## src/hdl/fetch_cfg.svh

```systemverilog
`ifndef FETCH_CFG_SVH
`define FETCH_CFG_SVH

// ============================================================
// Fetch front end sizing
// ============================================================

`define XLEN          32           // Address and instruction word width
`define FETCH_WIDTH   4            // Slots per fetch group
`define RESOLVE_PORTS 2            // In-order resolve ports from the back end

// Predictor table, indexed by PC[BP_INDEX_W+1:2]
`define BP_ENTRIES    32
`define BP_INDEX_W    5

// First fetch address after reset
`define RESET_PC      32'h0000_0000

`endif

```

## src/hdl/fetch_pkg.sv

```systemverilog
`default_nettype none

`include "fetch_cfg.svh"

package fetch_pkg;

   typedef logic [`XLEN-1:0] addr_t;   // One word address
   typedef logic [`XLEN-1:0] instr_t;  // One raw instruction word

   // What pre-decode found in a slot
   typedef enum logic [1:0] {
      KIND_NONE   = 2'd0,
      KIND_BRANCH = 2'd1,  // Conditional branch, goes to the counters
      KIND_JAL    = 2'd2   // Always taken
   } slot_kind_e;

   // B-type layout, MSB first
   typedef struct packed {
      logic       imm12;
      logic [5:0] imm10_5;
      logic [4:0] rs2;
      logic [4:0] rs1;
      logic [2:0] funct3;
      logic [3:0] imm4_1;
      logic       imm11;
      logic [6:0] opcode;
   } b_view_t;

   // J-type layout, MSB first
   typedef struct packed {
      logic       imm20;
      logic [9:0] imm10_1;
      logic       imm11;
      logic [7:0] imm19_12;
      logic [4:0] rd;
      logic [6:0] opcode;
   } j_view_t;

   // Same fetched word seen both ways, opcode picks the view
   typedef union packed {
      b_view_t b;
      j_view_t j;
      instr_t  raw;
   } rv_instr_u;

endpackage

`default_nettype wire

```

## src/hdl/resolve_if.sv

```systemverilog
`default_nettype none

`include "fetch_cfg.svh"

// ============================================================
// Flush and predictor training traffic from the resolve side
// ============================================================
interface resolve_if import fetch_pkg::*; ();

   logic                        flush;      // Oldest misprediction this cycle
   addr_t                       flush_pc;   // Corrected PC of that report
   logic  [`RESOLVE_PORTS-1:0]  upd_en;     // Train this port's counter
   addr_t [`RESOLVE_PORTS-1:0]  upd_pc;     // Branch PC, selects the counter
   logic  [`RESOLVE_PORTS-1:0]  upd_taken;  // Resolved direction

   // Arbiter drives everything
   modport arb (
      output flush,
      output flush_pc,
      output upd_en,
      output upd_pc,
      output upd_taken
   );

   // PC steering only needs the redirect
   modport steer (
      input flush,
      input flush_pc
   );

   // Counter training side
   modport train (
      input upd_en,
      input upd_pc,
      input upd_taken
   );

endinterface

`default_nettype wire

```

## src/hdl/resolve_arbiter.sv

```systemverilog
`default_nettype none

`include "fetch_cfg.svh"

module resolve_arbiter import fetch_pkg::*; (
   input  logic  [`RESOLVE_PORTS-1:0] resolve_valid_i,       // Report present
   input  logic  [`RESOLVE_PORTS-1:0] resolve_mispredict_i,  // Report is a mispredict
   input  logic  [`RESOLVE_PORTS-1:0] resolve_branch_i,      // Conditional branch
   input  logic  [`RESOLVE_PORTS-1:0] resolve_taken_i,       // Actual direction
   input  addr_t [`RESOLVE_PORTS-1:0] resolve_pc_i,          // PC of the branch
   input  addr_t [`RESOLVE_PORTS-1:0] resolve_target_i,      // Correct next PC
   resolve_if.arb                     rsl
);

   logic [`RESOLVE_PORTS-1:0] mis_vec;     // Valid mispredicting ports
   logic [`RESOLVE_PORTS-1:0] older_mis;   // Some lower port mispredicted
   logic                      mis_seen;    // Running OR while scanning

   // Port 0 is the oldest, so only a valid report can redirect
   assign mis_vec = resolve_valid_i & resolve_mispredict_i;

   // ============================================================
   // Oldest misprediction scan
   // ============================================================
   always_comb begin
      mis_seen     = 1'b0;
      older_mis    = '0;
      rsl.flush    = 1'b0;
      rsl.flush_pc = '0;
      for (int p = 0; p < `RESOLVE_PORTS; p++) begin
         older_mis[p] = mis_seen;          // Younger than a mispredict
         if (mis_vec[p] && !mis_seen) begin
            rsl.flush    = 1'b1;
            rsl.flush_pc = resolve_target_i[p];
         end
         mis_seen = mis_seen | mis_vec[p];
      end
   end

   // ============================================================
   // Training requests
   // ============================================================
   always_comb begin
      for (int p = 0; p < `RESOLVE_PORTS; p++) begin
         // The mispredicting port itself still trains, younger ones are wrong path
         rsl.upd_en[p]    = resolve_valid_i[p] & resolve_branch_i[p] & ~older_mis[p];
         rsl.upd_pc[p]    = rsl.upd_en[p] ? resolve_pc_i[p] : '0;
         rsl.upd_taken[p] = rsl.upd_en[p] & resolve_taken_i[p];
      end
   end

endmodule

`default_nettype wire

```

## src/hdl/imm_predecode.sv

```systemverilog
`default_nettype none

`include "fetch_cfg.svh"

module imm_predecode import fetch_pkg::*; (
   input  instr_t     instr_i,   // Word returned for this slot
   output slot_kind_e kind_o,    // Branch, JAL or nothing of interest
   output addr_t      offset_o   // Sign-extended PC-relative offset
);

   // Major opcodes we care about
   localparam logic [6:0] OPC_BRANCH = 7'b110_0011;
   localparam logic [6:0] OPC_JAL    = 7'b110_1111;

   rv_instr_u word;
   addr_t     b_off;
   addr_t     j_off;

   assign word = instr_i;

   // B offset is imm[12:1], bit 0 always zero
   assign b_off = {{(`XLEN-13){word.b.imm12}},
                   word.b.imm12,
                   word.b.imm11,
                   word.b.imm10_5,
                   word.b.imm4_1,
                   1'b0};

   // J offset is imm[20:1]
   assign j_off = {{(`XLEN-21){word.j.imm20}},
                   word.j.imm20,
                   word.j.imm19_12,
                   word.j.imm11,
                   word.j.imm10_1,
                   1'b0};

   always_comb begin
      // Both views share the opcode field
      case (word.b.opcode)
         OPC_BRANCH: begin
            kind_o   = KIND_BRANCH;
            offset_o = b_off;
         end
         OPC_JAL: begin
            kind_o   = KIND_JAL;
            offset_o = j_off;
         end
         default: begin
            kind_o   = KIND_NONE;   // ALU, load, JALR etc fall through
            offset_o = '0;
         end
      endcase
   end

endmodule

`default_nettype wire

```

## src/hdl/branch_predictor.sv

```systemverilog
`default_nettype none

`include "fetch_cfg.svh"

module branch_predictor import fetch_pkg::*; (
   input  logic                            clk,
   input  logic                            rst_i,
   input  addr_t                           fetch_pc_i,     // Slot 0 PC
   input  slot_kind_e [`FETCH_WIDTH-1:0]   kind_i,
   input  addr_t      [`FETCH_WIDTH-1:0]   offset_i,
   resolve_if.train                        rsl,
   output logic       [`FETCH_WIDTH-1:0]   pred_taken_o,
   output addr_t      [`FETCH_WIDTH-1:0]   pred_target_o
);

   logic [1:0] ctr_q [`BP_ENTRIES];   // 2-bit saturating counters

   addr_t [`FETCH_WIDTH-1:0] slot_pc;
   logic  [`BP_INDEX_W-1:0]  rd_idx [`FETCH_WIDTH];
   logic  [`BP_INDEX_W-1:0]  wr_idx [`RESOLVE_PORTS];

   // ============================================================
   // Lookup, one counter per slot
   // ============================================================
   always_comb begin
      for (int k = 0; k < `FETCH_WIDTH; k++) begin
         slot_pc[k] = fetch_pc_i + `XLEN'(4 * k);
         rd_idx[k]  = slot_pc[k][2 +: `BP_INDEX_W];   // Word aligned index
         // JAL always jumps, branch goes by the counter MSB
         pred_taken_o[k] = (kind_i[k] == KIND_JAL) |
                           ((kind_i[k] == KIND_BRANCH) & ctr_q[rd_idx[k]][1]);
         pred_target_o[k] = slot_pc[k] + offset_i[k];
      end
   end

   always_comb begin
      for (int p = 0; p < `RESOLVE_PORTS; p++) begin
         wr_idx[p] = rsl.upd_pc[p][2 +: `BP_INDEX_W];
      end
   end

   // ============================================================
   // Training
   // ============================================================
   // Walk from the youngest port down so port 0 lands last on a shared entry
   always_ff @(posedge clk) begin
      if (rst_i) begin
         for (int e = 0; e < `BP_ENTRIES; e++) begin
            ctr_q[e] <= 2'b01;                      // Weakly not taken
         end
      end else begin
         for (int p = `RESOLVE_PORTS - 1; p >= 0; p--) begin
            if (rsl.upd_en[p]) begin
               if (rsl.upd_taken[p]) begin
                  if (ctr_q[wr_idx[p]] != 2'b11) begin
                     ctr_q[wr_idx[p]] <= ctr_q[wr_idx[p]] + 2'd1;
                  end
               end else if (ctr_q[wr_idx[p]] != 2'b00) begin
                  ctr_q[wr_idx[p]] <= ctr_q[wr_idx[p]] - 2'd1;
               end
            end
         end
      end
   end

endmodule

`default_nettype wire

```

## src/hdl/pc_steer.sv

```systemverilog
`default_nettype none

`include "fetch_cfg.svh"

module pc_steer import fetch_pkg::*; (
   input  logic                          clk,
   input  logic                          rst_i,
   input  logic                          stall_i,         // Bubble request
   input  logic                          fetch_ready_i,   // Buffer has room
   input  logic  [`FETCH_WIDTH-1:0]      pred_taken_i,
   input  addr_t [`FETCH_WIDTH-1:0]      pred_target_i,
   resolve_if.steer                      rsl,
   output addr_t                         fetch_pc_o,
   output logic  [`FETCH_WIDTH-1:0]      fetch_valid_o,
   output addr_t [`FETCH_WIDTH-1:0]      pc_o
);

   addr_t                    pc_q;
   addr_t                    pc_d;
   logic                     hold;           // Back-pressure or bubble
   logic                     base_valid;
   logic [`FETCH_WIDTH-1:0]  older_taken;    // A lower slot jumps away
   logic                     taken_seen;
   addr_t                    taken_target;   // Target of first taken slot

   assign hold       = stall_i | ~fetch_ready_i;
   assign base_valid = ~rsl.flush & ~hold & ~rst_i;
   assign fetch_pc_o = pc_q;

   // Slot PCs are consecutive words
   always_comb begin
      for (int k = 0; k < `FETCH_WIDTH; k++) begin
         pc_o[k] = pc_q + `XLEN'(4 * k);
      end
   end

   // ============================================================
   // First predicted-taken slot
   // ============================================================
   always_comb begin
      taken_seen   = 1'b0;
      taken_target = '0;
      older_taken  = '0;
      for (int k = 0; k < `FETCH_WIDTH; k++) begin
         older_taken[k] = taken_seen;
         if (pred_taken_i[k] && !taken_seen) begin
            taken_target = pred_target_i[k];
         end
         taken_seen = taken_seen | pred_taken_i[k];
      end
   end

   // Taken slot itself stays valid, everything after it is cut
   assign fetch_valid_o = {`FETCH_WIDTH{base_valid}} & ~older_taken;

   // Next PC, flush first
   always_comb begin
      if (rsl.flush) begin
         pc_d = rsl.flush_pc;
      end else if (hold) begin
         pc_d = pc_q;                               // Retry same group
      end else if (taken_seen) begin
         pc_d = taken_target;
      end else begin
         pc_d = pc_q + `XLEN'(4 * `FETCH_WIDTH);    // Sequential
      end
   end

   always_ff @(posedge clk) begin
      if (rst_i) begin
         pc_q <= `RESET_PC;
      end else begin
         pc_q <= pc_d;
      end
   end

endmodule

`default_nettype wire

```

## src/hdl/fetch_top.sv

```systemverilog
`default_nettype none

`include "fetch_cfg.svh"

module fetch_top import fetch_pkg::*; (
   input  logic                          clk,
   input  logic                          rst_i,
   input  logic                          stall_i,
   input  logic                          fetch_ready_i,

   // Instruction memory, answers in the same cycle
   output addr_t  [`FETCH_WIDTH-1:0]     inst_addr_o,
   input  instr_t [`FETCH_WIDTH-1:0]     instr_i,

   // ============================================================
   // Resolve reports, port 0 oldest
   // ============================================================
   input  logic   [`RESOLVE_PORTS-1:0]   resolve_valid_i,
   input  logic   [`RESOLVE_PORTS-1:0]   resolve_mispredict_i,
   input  logic   [`RESOLVE_PORTS-1:0]   resolve_branch_i,
   input  logic   [`RESOLVE_PORTS-1:0]   resolve_taken_i,
   input  addr_t  [`RESOLVE_PORTS-1:0]   resolve_pc_i,
   input  addr_t  [`RESOLVE_PORTS-1:0]   resolve_target_i,

   // To the instruction buffer
   output logic   [`FETCH_WIDTH-1:0]     fetch_valid_o,
   output addr_t  [`FETCH_WIDTH-1:0]     pc_o,
   output logic   [`FETCH_WIDTH-1:0]     pred_taken_o
);

   resolve_if rsl ();

   slot_kind_e [`FETCH_WIDTH-1:0] slot_kind;
   addr_t      [`FETCH_WIDTH-1:0] slot_offset;
   logic       [`FETCH_WIDTH-1:0] pred_taken;
   addr_t      [`FETCH_WIDTH-1:0] pred_target;
   addr_t                         fetch_pc;
   addr_t      [`FETCH_WIDTH-1:0] slot_pc;

   assign inst_addr_o  = slot_pc;   // Same addresses go to memory and buffer
   assign pc_o         = slot_pc;
   assign pred_taken_o = pred_taken;

   resolve_arbiter u_arbiter (
      .resolve_valid_i      (resolve_valid_i),
      .resolve_mispredict_i (resolve_mispredict_i),
      .resolve_branch_i     (resolve_branch_i),
      .resolve_taken_i      (resolve_taken_i),
      .resolve_pc_i         (resolve_pc_i),
      .resolve_target_i     (resolve_target_i),
      .rsl                  (rsl.arb)
   );

   // One pre-decoder per slot
   for (genvar k = 0; k < `FETCH_WIDTH; k++) begin : g_predec
      imm_predecode u_predec (
         .instr_i  (instr_i[k]),
         .kind_o   (slot_kind[k]),
         .offset_o (slot_offset[k])
      );
   end

   branch_predictor u_bp (
      .clk           (clk),
      .rst_i         (rst_i),
      .fetch_pc_i    (fetch_pc),
      .kind_i        (slot_kind),
      .offset_i      (slot_offset),
      .rsl           (rsl.train),
      .pred_taken_o  (pred_taken),
      .pred_target_o (pred_target)
   );

   pc_steer u_steer (
      .clk           (clk),
      .rst_i         (rst_i),
      .stall_i       (stall_i),
      .fetch_ready_i (fetch_ready_i),
      .pred_taken_i  (pred_taken),
      .pred_target_i (pred_target),
      .rsl           (rsl.steer),
      .fetch_pc_o    (fetch_pc),
      .fetch_valid_o (fetch_valid_o),
      .pc_o          (slot_pc)
   );

endmodule

`default_nettype wire

```

## config.mk

```make
export PLATFORM = sky130hd
export DESIGN_NAME = fetch_top
export DESIGN_NICKNAME = d
export VERILOG_FILES = /design/src/hdl/fetch_pkg.sv /design/src/hdl/resolve_if.sv /design/src/hdl/resolve_arbiter.sv /design/src/hdl/imm_predecode.sv /design/src/hdl/branch_predictor.sv /design/src/hdl/pc_steer.sv /design/src/hdl/fetch_top.sv
export VERILOG_INCLUDE_DIRS = /design/src /design/src/hdl
export SDC_FILE = /design/constraint.sdc
export NUM_CORES = 1
export LEC_CHECK = 0
export CAP_MARGIN = 20
export CORE_AREA = 4 4 207 209
export CTS_CLUSTER_SIZE = 14
export DETAILED_ROUTE_END_ITERATION = 8
export DIE_AREA = 0 0 211 213
export DONT_BUFFER_PORTS = 1
export HOLD_SLACK_MARGIN = 0.08
export MAX_ROUTING_LAYER = met4
export PLACE_DENSITY_LB_ADDON = 0.05
export SLEW_MARGIN = 20
export SYNTH_ARGS = -nofsm -noshare
export SYNTH_HDL_FRONTEND = slang
export SYNTH_SLANG_ARGS = --single-unit
```

## constraint.sdc

```tcl
create_clock -name clk -period 6.66 [get_ports clk]
set_input_delay 0.999 -clock clk [delete_from_list [all_inputs] [get_ports clk]]
set_output_delay 0.999 -clock clk [all_outputs]
set_load 0.01 [all_outputs]
```

### Yosys cells after proc, flatten, opt, wreduce, memory -nomap -nowiden

Memories as Yosys holds them, arrays and structs flattened. A register that Yosys moved wholly into a read port is not among the register bits.
Index checks and enable logic that the tools add are counted.

* output and inout port bits: 264
* word-level logic and storage cells: 127
* input port bits: 268
* register bits: 32
* RAM bits: 64
* memories kept: 1

Memory list
* u_bp.ctr_q: depth 32, width 2, rd ports 6, clocked after Yosys merged registers in 1, wr ports 32, RTL line branch_predictor.sv:16 `` logic [1:0] ctr_q [`BP_ENTRIES]; ``

* add/sub/neg operators: 12
* muxes and demuxes: 53
* reductions and logical operators: 12
* bitwise operators: 29
* equality and inequality tests: 19

Operators with widths (number)
* two-way mux 32 bit: 9
* case mux 32 bit (2 select lines): 4
* adder 32 bit: 4
* adder 32 x 4 -> 32 bit, second input constant: 2
* == test 7 bit, second input constant: 8
* adder 32 x 3 -> 32 bit, second input constant: 1
* adder 32 x 5 -> 32 bit, second input constant: 1
* two-way mux 1 bit: 26
* two-way mux 5 bit: 4
* case mux 2 bit (2 select lines): 4
* two-way mux 7 bit: 2
* AND 1 bit: 11
* OR 1 bit: 10
* == test 2 x 1 -> 1 bit, second input constant: 4
* == test 2 bit, second input constant: 4
* two-way mux 2 bit: 4
* NOT 1 bit: 5
* adder 2 x 1 -> 2 bit, second input constant: 2
* AND 4 bit: 1
* logical AND 1 bit: 4
* logical NOT 1 bit: 4
* inequality test 2 bit, second input constant: 2
* NOT 4 bit: 1
* nonzero test 2 bit: 2
* 4 further kinds: 6

### Longest topological paths before layout

Gate-level depths: netlist of the first run.

* depth after elaboration: 15
* gate-level depth with buffers: 21

### Modules after synthesis

A second synthesis of the first run with hierarchy kept.

* cell total of the unflattened synthesis: 2970
* area total of the unflattened synthesis: 22500.3 um^2

Modules (own cells, without submodules)
* branch_predictor: cells each 1657, instances 1, area each 13465.4 um^2
* pc_steer: cells each 690, instances 1, area each 4682.0 um^2
* imm_predecode: cells each 74, instances 4, area each 529.3 um^2
* resolve_arbiter: cells each 199, instances 1, area each 1275.0 um^2
* fetch_top: cells each 128, instances 1, area each 960.9 um^2

### Worst setup path before layout of the first run

No wires, ideal clock.

* path type: reg-to-output
* start: reg u_steer.pc_q[2], in the netlist u_steer.fetch_pc_o[2]
* end: out fetch_valid_o[2]
* path slack: 1.606 ns
* arrival: 4.055 ns
* path buffers: 6
* stages on the path, launching flop included: 16
* data required time: 5.661 ns
* cells stage by stage: dfxtp_1 -> buf_2 -> buf_4 -> buf_2 -> inv_1 -> ha_1 -> clkbuf_1 -> buf_1 -> mux4_2 -> o21ai_0 -> a21oi_1 -> o22ai_1 -> or2_2 -> inv_2 -> clkbuf_1 -> nor2_1

RTL lines
* from (decl): RTL line pc_steer.sv:18 `addr_t pc_q;`
* from (signal assigned): RTL line pc_steer.sv:71 `` pc_q <= `RESET_PC; ``
* from (signal assigned): RTL line pc_steer.sv:73 `pc_q <= pc_d;`
* to (decl): RTL line fetch_top.sv:26 `` output logic [`FETCH_WIDTH-1:0] fetch_valid_o, ``

==> run metrics, run 1 <==
latest clock arrival within the worst-skew pair roughly 0.39 ns; # nets final between 2000 and 3000; Vias/cell 6.948; most frequent cells in the layout nor2_1, nand2_1, a21oi_1; Startpoint Class register; WHS Path Cells 1; final core occ 0.4667; DR WL/cell 32.39 microns; pin count of the biggest net entering global routing 71; Avg Cell Area, Syn just under 8 sq um; remaining antenna violation count 0; peak supply drop 0.1237 mV; final period utilization 0.8656; synth unique cells 93; Worst Setup End Kind register; Mapped Nets about 2900; Max Clock Freq 173.5 MHz; vias in the first global route 18620; Worst Reg2Reg Path Length in Cells 17; synthesis-to-finish area growth -0.1902%; Die Span Y roughly 210 microns; type of the worst setup path register to register; Clock Skew 0.01074 ns; die area 44940 sq um; Max H-tree Level 3; Clock Tree Root clkbuf_16; router iterations before antenna repair 6; antenna violations before repair 10; DP HPWL 72.78 mm; Slew headroom 0.1762; final hold violation count 0; Core Region around 40000 sq um; critical path arrival 6.09 ns; total CTS buffers 9; terminus of the critical flop-to-flop path u_steer.fetch_pc_o[28]; I/O Pins 532; R2R setup slack 0.90 ns; cells resized by post-CTS repair 0; Starting Density 0.4675; unrepaired setup endpoints after global routing false; Synth Warn # 0; setup TNS 0 ns; #FFs+latches synth a little over 100; DRC viols 0; share of layout cells above drive strength 1 0.1114; HP Start rst_i; Rows 74; mapped cell area 19090 sq um; Crit path required time between 6 and 7 ns; Hold Crit Class input port to register; status finished, final reports clean; post-synthesis sequential area ratio 0.1395; Hold Path End u_steer.fetch_pc_o[10]; pwr/cell area 120.2 nW/um^2; gr ovfl total 0; clk slew on worst S/H paths 0.09 ns; placed cell areas 18740 sq um; Final Power approximately 2.3 mW; 1st-iter DRT viols 1874; main flop type after synthesis edfxtp_1; IO buf count 0; Routed WL 91.42 mm; Final GP Congestion 1.030; Clock Sinks 101; design area 19050 sq um; max-slew violations 0; chip width 211 microns; actual slew at the worst max-slew pin 1.231 ns; CTS tree built; Layout fillers 4223; Hold Buf Count CTS 0; crit-path max FO 8; vias 19610; endpoints failing setup 0; first-pass GRT wire length 128.0 mm; Setup Fix Bufs, Post-CTS 0; Post-synth EDFFs 64; gr usage total 0.3976; leakage 7.758 nW; Clock Path Buffers 2; Synth async-reset ratio 0; reg2reg start u_steer.fetch_pc_o[4]; Synth Instances approximately 2500; Max-cap violations 0; minimum clock period between 5 and 6 ns
==> how the worst max path moves through the flow <==
stage	start	endpoint	slack, ns
2_1_floorplan	u_steer.fetch_pc_o[2]	fetch_valid_o[2]	1.61
3_3_place_gp	u_steer.fetch_pc_o[3]	u_steer.fetch_pc_o[17]	1.06
3_5_place_dp	u_steer.fetch_pc_o[3]	u_steer.fetch_pc_o[17]	0.98
4_1_cts	u_steer.fetch_pc_o[3]	u_steer.fetch_pc_o[17]	0.94
5_1_grt	u_steer.fetch_pc_o[4]	u_steer.fetch_pc_o[28]	0.53
6_report	u_steer.fetch_pc_o[4]	u_steer.fetch_pc_o[28]	0.90
==> stage by stage <==
step                hold slack (ns)  setup slack (ns)  std cells
finish                       0.7135            0.8953       2822
global route                 0.6969            0.5275       2820
CTS                          0.6660            0.9427       2812
detailed placement           0.6853            0.9801       2796
global placement             0.7006             1.061       2796
floorplan                    0.5844             1.606       2482
==> registers in the layout, summed over array words and instances (netlist names), named ones only <==
name                cells
u_bp.ctr_q             64
u_steer.fetch_pc_o     32
==> where the power goes <==
part	total [mW]	leakage [nW]	switching, mW	internal, mW
logic	0.946	6.75	0.625	0.321
clock network	0.578	0.143	0.312	0.266
registers	0.766	0.864	0.0762	0.690
==> logic make-up after synthesis <==
logic type,Yosys count,synth area share
muxes,106,0.08546
adders and majority gates,129,0.08612
AOI/OAI and AO/OA,752,0.2802
xor gates and xnor gates,204,0.09431
DFF,101,0.1395
buffers and inverters,361,0.1007
and+or+nand+nor,829,0.2137
==> per-layer routing <==
layer	global-route usage	wire length, microns	up-vias
met5	-	0	-
li1	-	-	8779
met1	0.4486	34220	9450
met3	0.08507	7142	264
met4	0.2229	6128	0
met2	0.6572	43920	1115
==> critical path, stage by stage, from the launching register on <==
cell	delay [ns]
dfxtp_1	0.34
buf_4	0.17
ha_1	0.32
nand3_1	0.29
nor3_1	0.48
and3_1	0.36
nand2_1	0.10
xnor2_1	0.63
ha_1	0.42
and3_1	0.20
and3_1	0.21
and4_1	0.19
a311oi_1	0.62
o211ai_1	0.27
and3_1	0.23
o21ai_0	0.54
a221oi_1	0.16
a21oi_1	0.18
==> cell usage after synthesis (36+ instances only) <==
library cell,instances,area (sq um)
xor2_1,77,674.4
xnor2_1,126,1104
buf_4,142,1066
and2_1,47,294.0
a31oi_1,45,281.5
ha_1,125,1564
o21ai_0,97,485.5
mux2i_1,46,460.4
edfxtp_1,64,1922
and3_1,36,225.2
nand3_1,62,310.3
nor2_1,203,762.0
or2_2,40,250.2
a21oi_1,147,735.7
dfxtp_1,37,740.7
inv_1,58,217.7
nand2_1,202,758.2
clkbuf_1,115,431.7
nor3_1,96,480.5
mux4_2,44,991.0
a211o_1,38,332.8
a21o_1,83,623.1
==> cell type report <==
cell class                      count  area (sq um)  area share
Clock buffer                       10         229.0     0.01202
Sequential cell                   101          2665      0.1399
Timing Repair Buffer               83         623.1     0.03270
Tap cell                          532         665.6     0.03493
Inverter                           60         225.2     0.01182
Clock inverter                      6         62.56    0.003283
Antenna cell                       10         25.02    0.001313
Multi-Input combinational cell   2020         14560      0.7641
(Power assumes the default switching activity.)
==> inputs of run 2 (changes only) <==
--- a/config.mk
+++ b/config.mk
@@ -6,6 +6,7 @@
 export SDC_FILE = /design/constraint.sdc
 export NUM_CORES = 1
 export LEC_CHECK = 0
+export ABC_AREA = 1
 export CAP_MARGIN = 20
 export CORE_AREA = 4 4 207 209
 export CTS_CLUSTER_SIZE = 14
==> run 2 against run 1 <==
  * Register-to-register slack better by 0.19 ns
  * Clock power up 3%
  * Critical path depth down 3
  * Critical path type is now register to primary output
  * Largest cell class unchanged
  * Setup slack better by 0.012 ns
==> run metrics, run 2 <==
Final Power 2.342 mW (+2.3%); share of layout cells above drive strength 1 0.05006 (-0.06134); max-slew violations 0 (unchanged); Max-cap violations 0 (unchanged); crit-path max FO 29 (+21); Placed Cells 3932 (+41%); # nets final 3808 (+43%); reg2reg start u_steer.fetch_pc_o[5]; design area 20230 sq um (+6.1%); IO buf count 0 (unchanged); final hold violation count 0 (unchanged); Slew headroom 0.2101 (+0.03385); DRC viols 0 (unchanged); 1st-iter DRT viols 3384 (+81%); Crit path required time 5.66 ns (-1.33 ns); Clock Skew 0.01807 ns (+0.007335 ns); Global Route met1 Usage 0.5491 (+0.1005); I/O Pins 532 (unchanged); unrepaired setup endpoints after global routing false; Final GP Congestion 1.085 (+5.4%); Max Clock Freq 173.8 MHz (+0.20%); Routed WL 102.6 mm (+12%); endpoints failing setup 0 (unchanged); Vias/cell 6.233 (-10%); setup TNS 0 ns (unchanged); Startpoint Class register; Rows 74 (unchanged); DR WL/cell 25.95 microns (-20%); actual slew at the worst max-slew pin 1.180 ns (-0.05060 ns); minimum clock period 5.753 ns (-0.01152 ns); Setup Fix Bufs, Post-CTS 0 (unchanged); Avg Cell Area, Syn 5.664 sq um (-26%); Hold Buf Count CTS 0 (unchanged); terminus of the critical flop-to-flop path u_steer.fetch_pc_o[29]; CP max stage cell dfxtp_2; count leader, synth nand2_1; commonest cells in the synthesized netlist nand2_1, nor2_1, inv_1; Mapped Nets 3965 (+38%); Starting Density 0.4949 (+0.02739); cells resized by post-CTS repair 0 (unchanged); vias 24660 (+26%); Hold Slack 0.7095 ns (-0.003998 ns); Post-synth EDFFs 64 (unchanged); type of the worst setup path register to primary output; CTS tree built; Hold Path End u_steer.fetch_pc_o[3]; Core Region 40830 sq um (unchanged); status finished, final reports clean; gr ovfl total 0 (unchanged); critical path arrival 4.75 ns (-1.34 ns); vias in the first global route 22500 (+21%); total CTS buffers 9 (unchanged); clk slew on worst S/H paths 0.09 ns (about the same); Hold Crit Class input port to register; post-synthesis sequential area ratio 0.1317 (-0.007719); most frequent cells in the layout nand2_1, nor2_1, inv_1; Worst Reg2Reg Path Length in Cells 22 (+5); Die Span Y 213 microns (unchanged); antenna violations before repair 8 (-2); Synth Warn # 0 (unchanged); router iterations before antenna repair 7 (+1); DP HPWL 82.78 mm (+14%); remaining antenna violation count 0 (unchanged); top cell type's share of synthesized area 0.2004 (+0.09974); pwr/cell area 115.8 nW/um^2 (-3.6%); final period utilization 0.8638 (-0.001730); placed cell areas 19880 sq um (+6.1%); Clock Tree Root clkbuf_16; Synth area leader nand2_1; most common cell after layout, fill and taps aside nand2_1; Synth async-reset ratio 0 (unchanged); max reg flops 64 (unchanged); WHS Path Cells 1 (unchanged); Worst Setup End Kind primary output; Global Route met3 Usage 0.1402 (+0.05510); #FFs+latches synth 101 (unchanged); Max H-tree Level 3 (unchanged); Clock Sinks 101 (unchanged); die area 44940 sq um (unchanged); Area contributors post-synth nand2_1, edfxtp_1, nor2_1, nand3_1, ha_1; chip width 211 microns (unchanged); leakage 9.967 nW (+28%); final cell count without fillers 3956 (+40%); HP Start rst_i; first-pass GRT wire length 145.7 mm (+14%); synth unique cells 60 (-35%); main flop type after synthesis edfxtp_1; synthesis-to-finish area growth 0.08025%; CP max stage delay 0.98 ns (+0.35 ns); pin count of the biggest net entering global routing 49 (-31%); peak supply drop 0.1377 mV (+11%); Top reg by flops u_bp.ctr_q; R2R setup slack 1.09 ns (+0.19 ns); GR Layer Usage met2 0.6762 (+0.01901); layer with the highest usage met2; most frequent CP cell nand3_1; crit path launch u_steer.fetch_pc_o[3]; cells along the critical path inv_2 > buf_4 > ha_1 > inv_1 > nand3_1 > nand3_1 > nand3_1 > nand3_1 > nand2_1 > buf_4 > inv_2 > nand2_1 > nor2_1 > buf_4; latest clock arrival within the worst-skew pair 0.39 ns (about the same); Synth Instances 3568 (+44%); mapped cell area 20210 sq um (+5.9%); Clock Path Buffers 2 (unchanged); gr usage total 0.4449 (+0.04735)
run 2: cell count changes in the layout (fill, tap and decap cells not counted), sizes merged, moves of 71 or more:
cell   before   now
nand2     202  1101
o21ai      97   184
inv        63   378
nor2      205   480
xnor2     126    37
nand3      62   327
a21o       83    12
a21oi     148   220
run 2: metrics by stage:
step,util,worst slack [ns]
finish,0.4953,0.9068
global route,0.4953,0.7263
CTS,0.4947,1.088
detailed placement,0.4868,1.349
global placement,0.4868,1.396
floorplan,-,2.180
run 2: final cells by class:
type | instances | area [sq um]
fill | 4448 | 20610
multi-input combinational | 2850 | 14610
sequential | 101 | 2665
inverter | 381 | 1435
tap | 532 | 665.6
timing repair buffer | 68 | 510.5
clock buffer | 9 | 225.2
clock inverter | 7 | 96.34
antenna | 8 | 20.02
run 2: power by group:
part           switching, mW  internal (mW)
sequential            0.0632          0.689
clock                  0.320          0.276
combinational          0.748          0.245
run 2: worst max-delay path: cells and delay by family (launching register included):
kind | cells | cell delay (ns)
fa+ha+maj | 1 | 0.45
buf+inv | 6 | 1.63
flops | 1 | 0.98
simple gates | 7 | 1.27
run 2: kinds of logic (layout without fill, tap and decap cells):
family / count (synthesis) / in the layout / synth area share
XOR/XNOR: 150 / 150 / 0.06575
AO/OA/AOI/OAI: 525 / 525 / 0.1478
flip-flops: 101 / 101 / 0.1317
AND/OR/NAND/NOR: 2046 / 2046 / 0.4267
buffers and inverters: 617 / 465 / 0.1467
other: 0 / 8 / 0
adder cells (fa/ha/maj): 129 / 129 / 0.08135
run 2: how the worst max path moves through the flow:
stage | slack, ns | cells past startpoint | to
floorplan | 2.18 | 18 | fetch_valid_o[3]
global placement | 1.40 | 24 | u_steer.fetch_pc_o[29]
detailed placement | 1.35 | 22 | u_steer.fetch_pc_o[21]
CTS | 1.09 | 14 | fetch_valid_o[3]
global route | 0.73 | 22 | u_steer.fetch_pc_o[21]
finish | 0.91 | 14 | fetch_valid_o[3]
run 2: metal layers:
metal / vias to the layer above / wire length (microns)
li1: 11240 / -
met1: 11330 / 38620
met2: 1807 / 44490
met3: 288 / 14490
met4: 0 / 5049
met5: - / 0
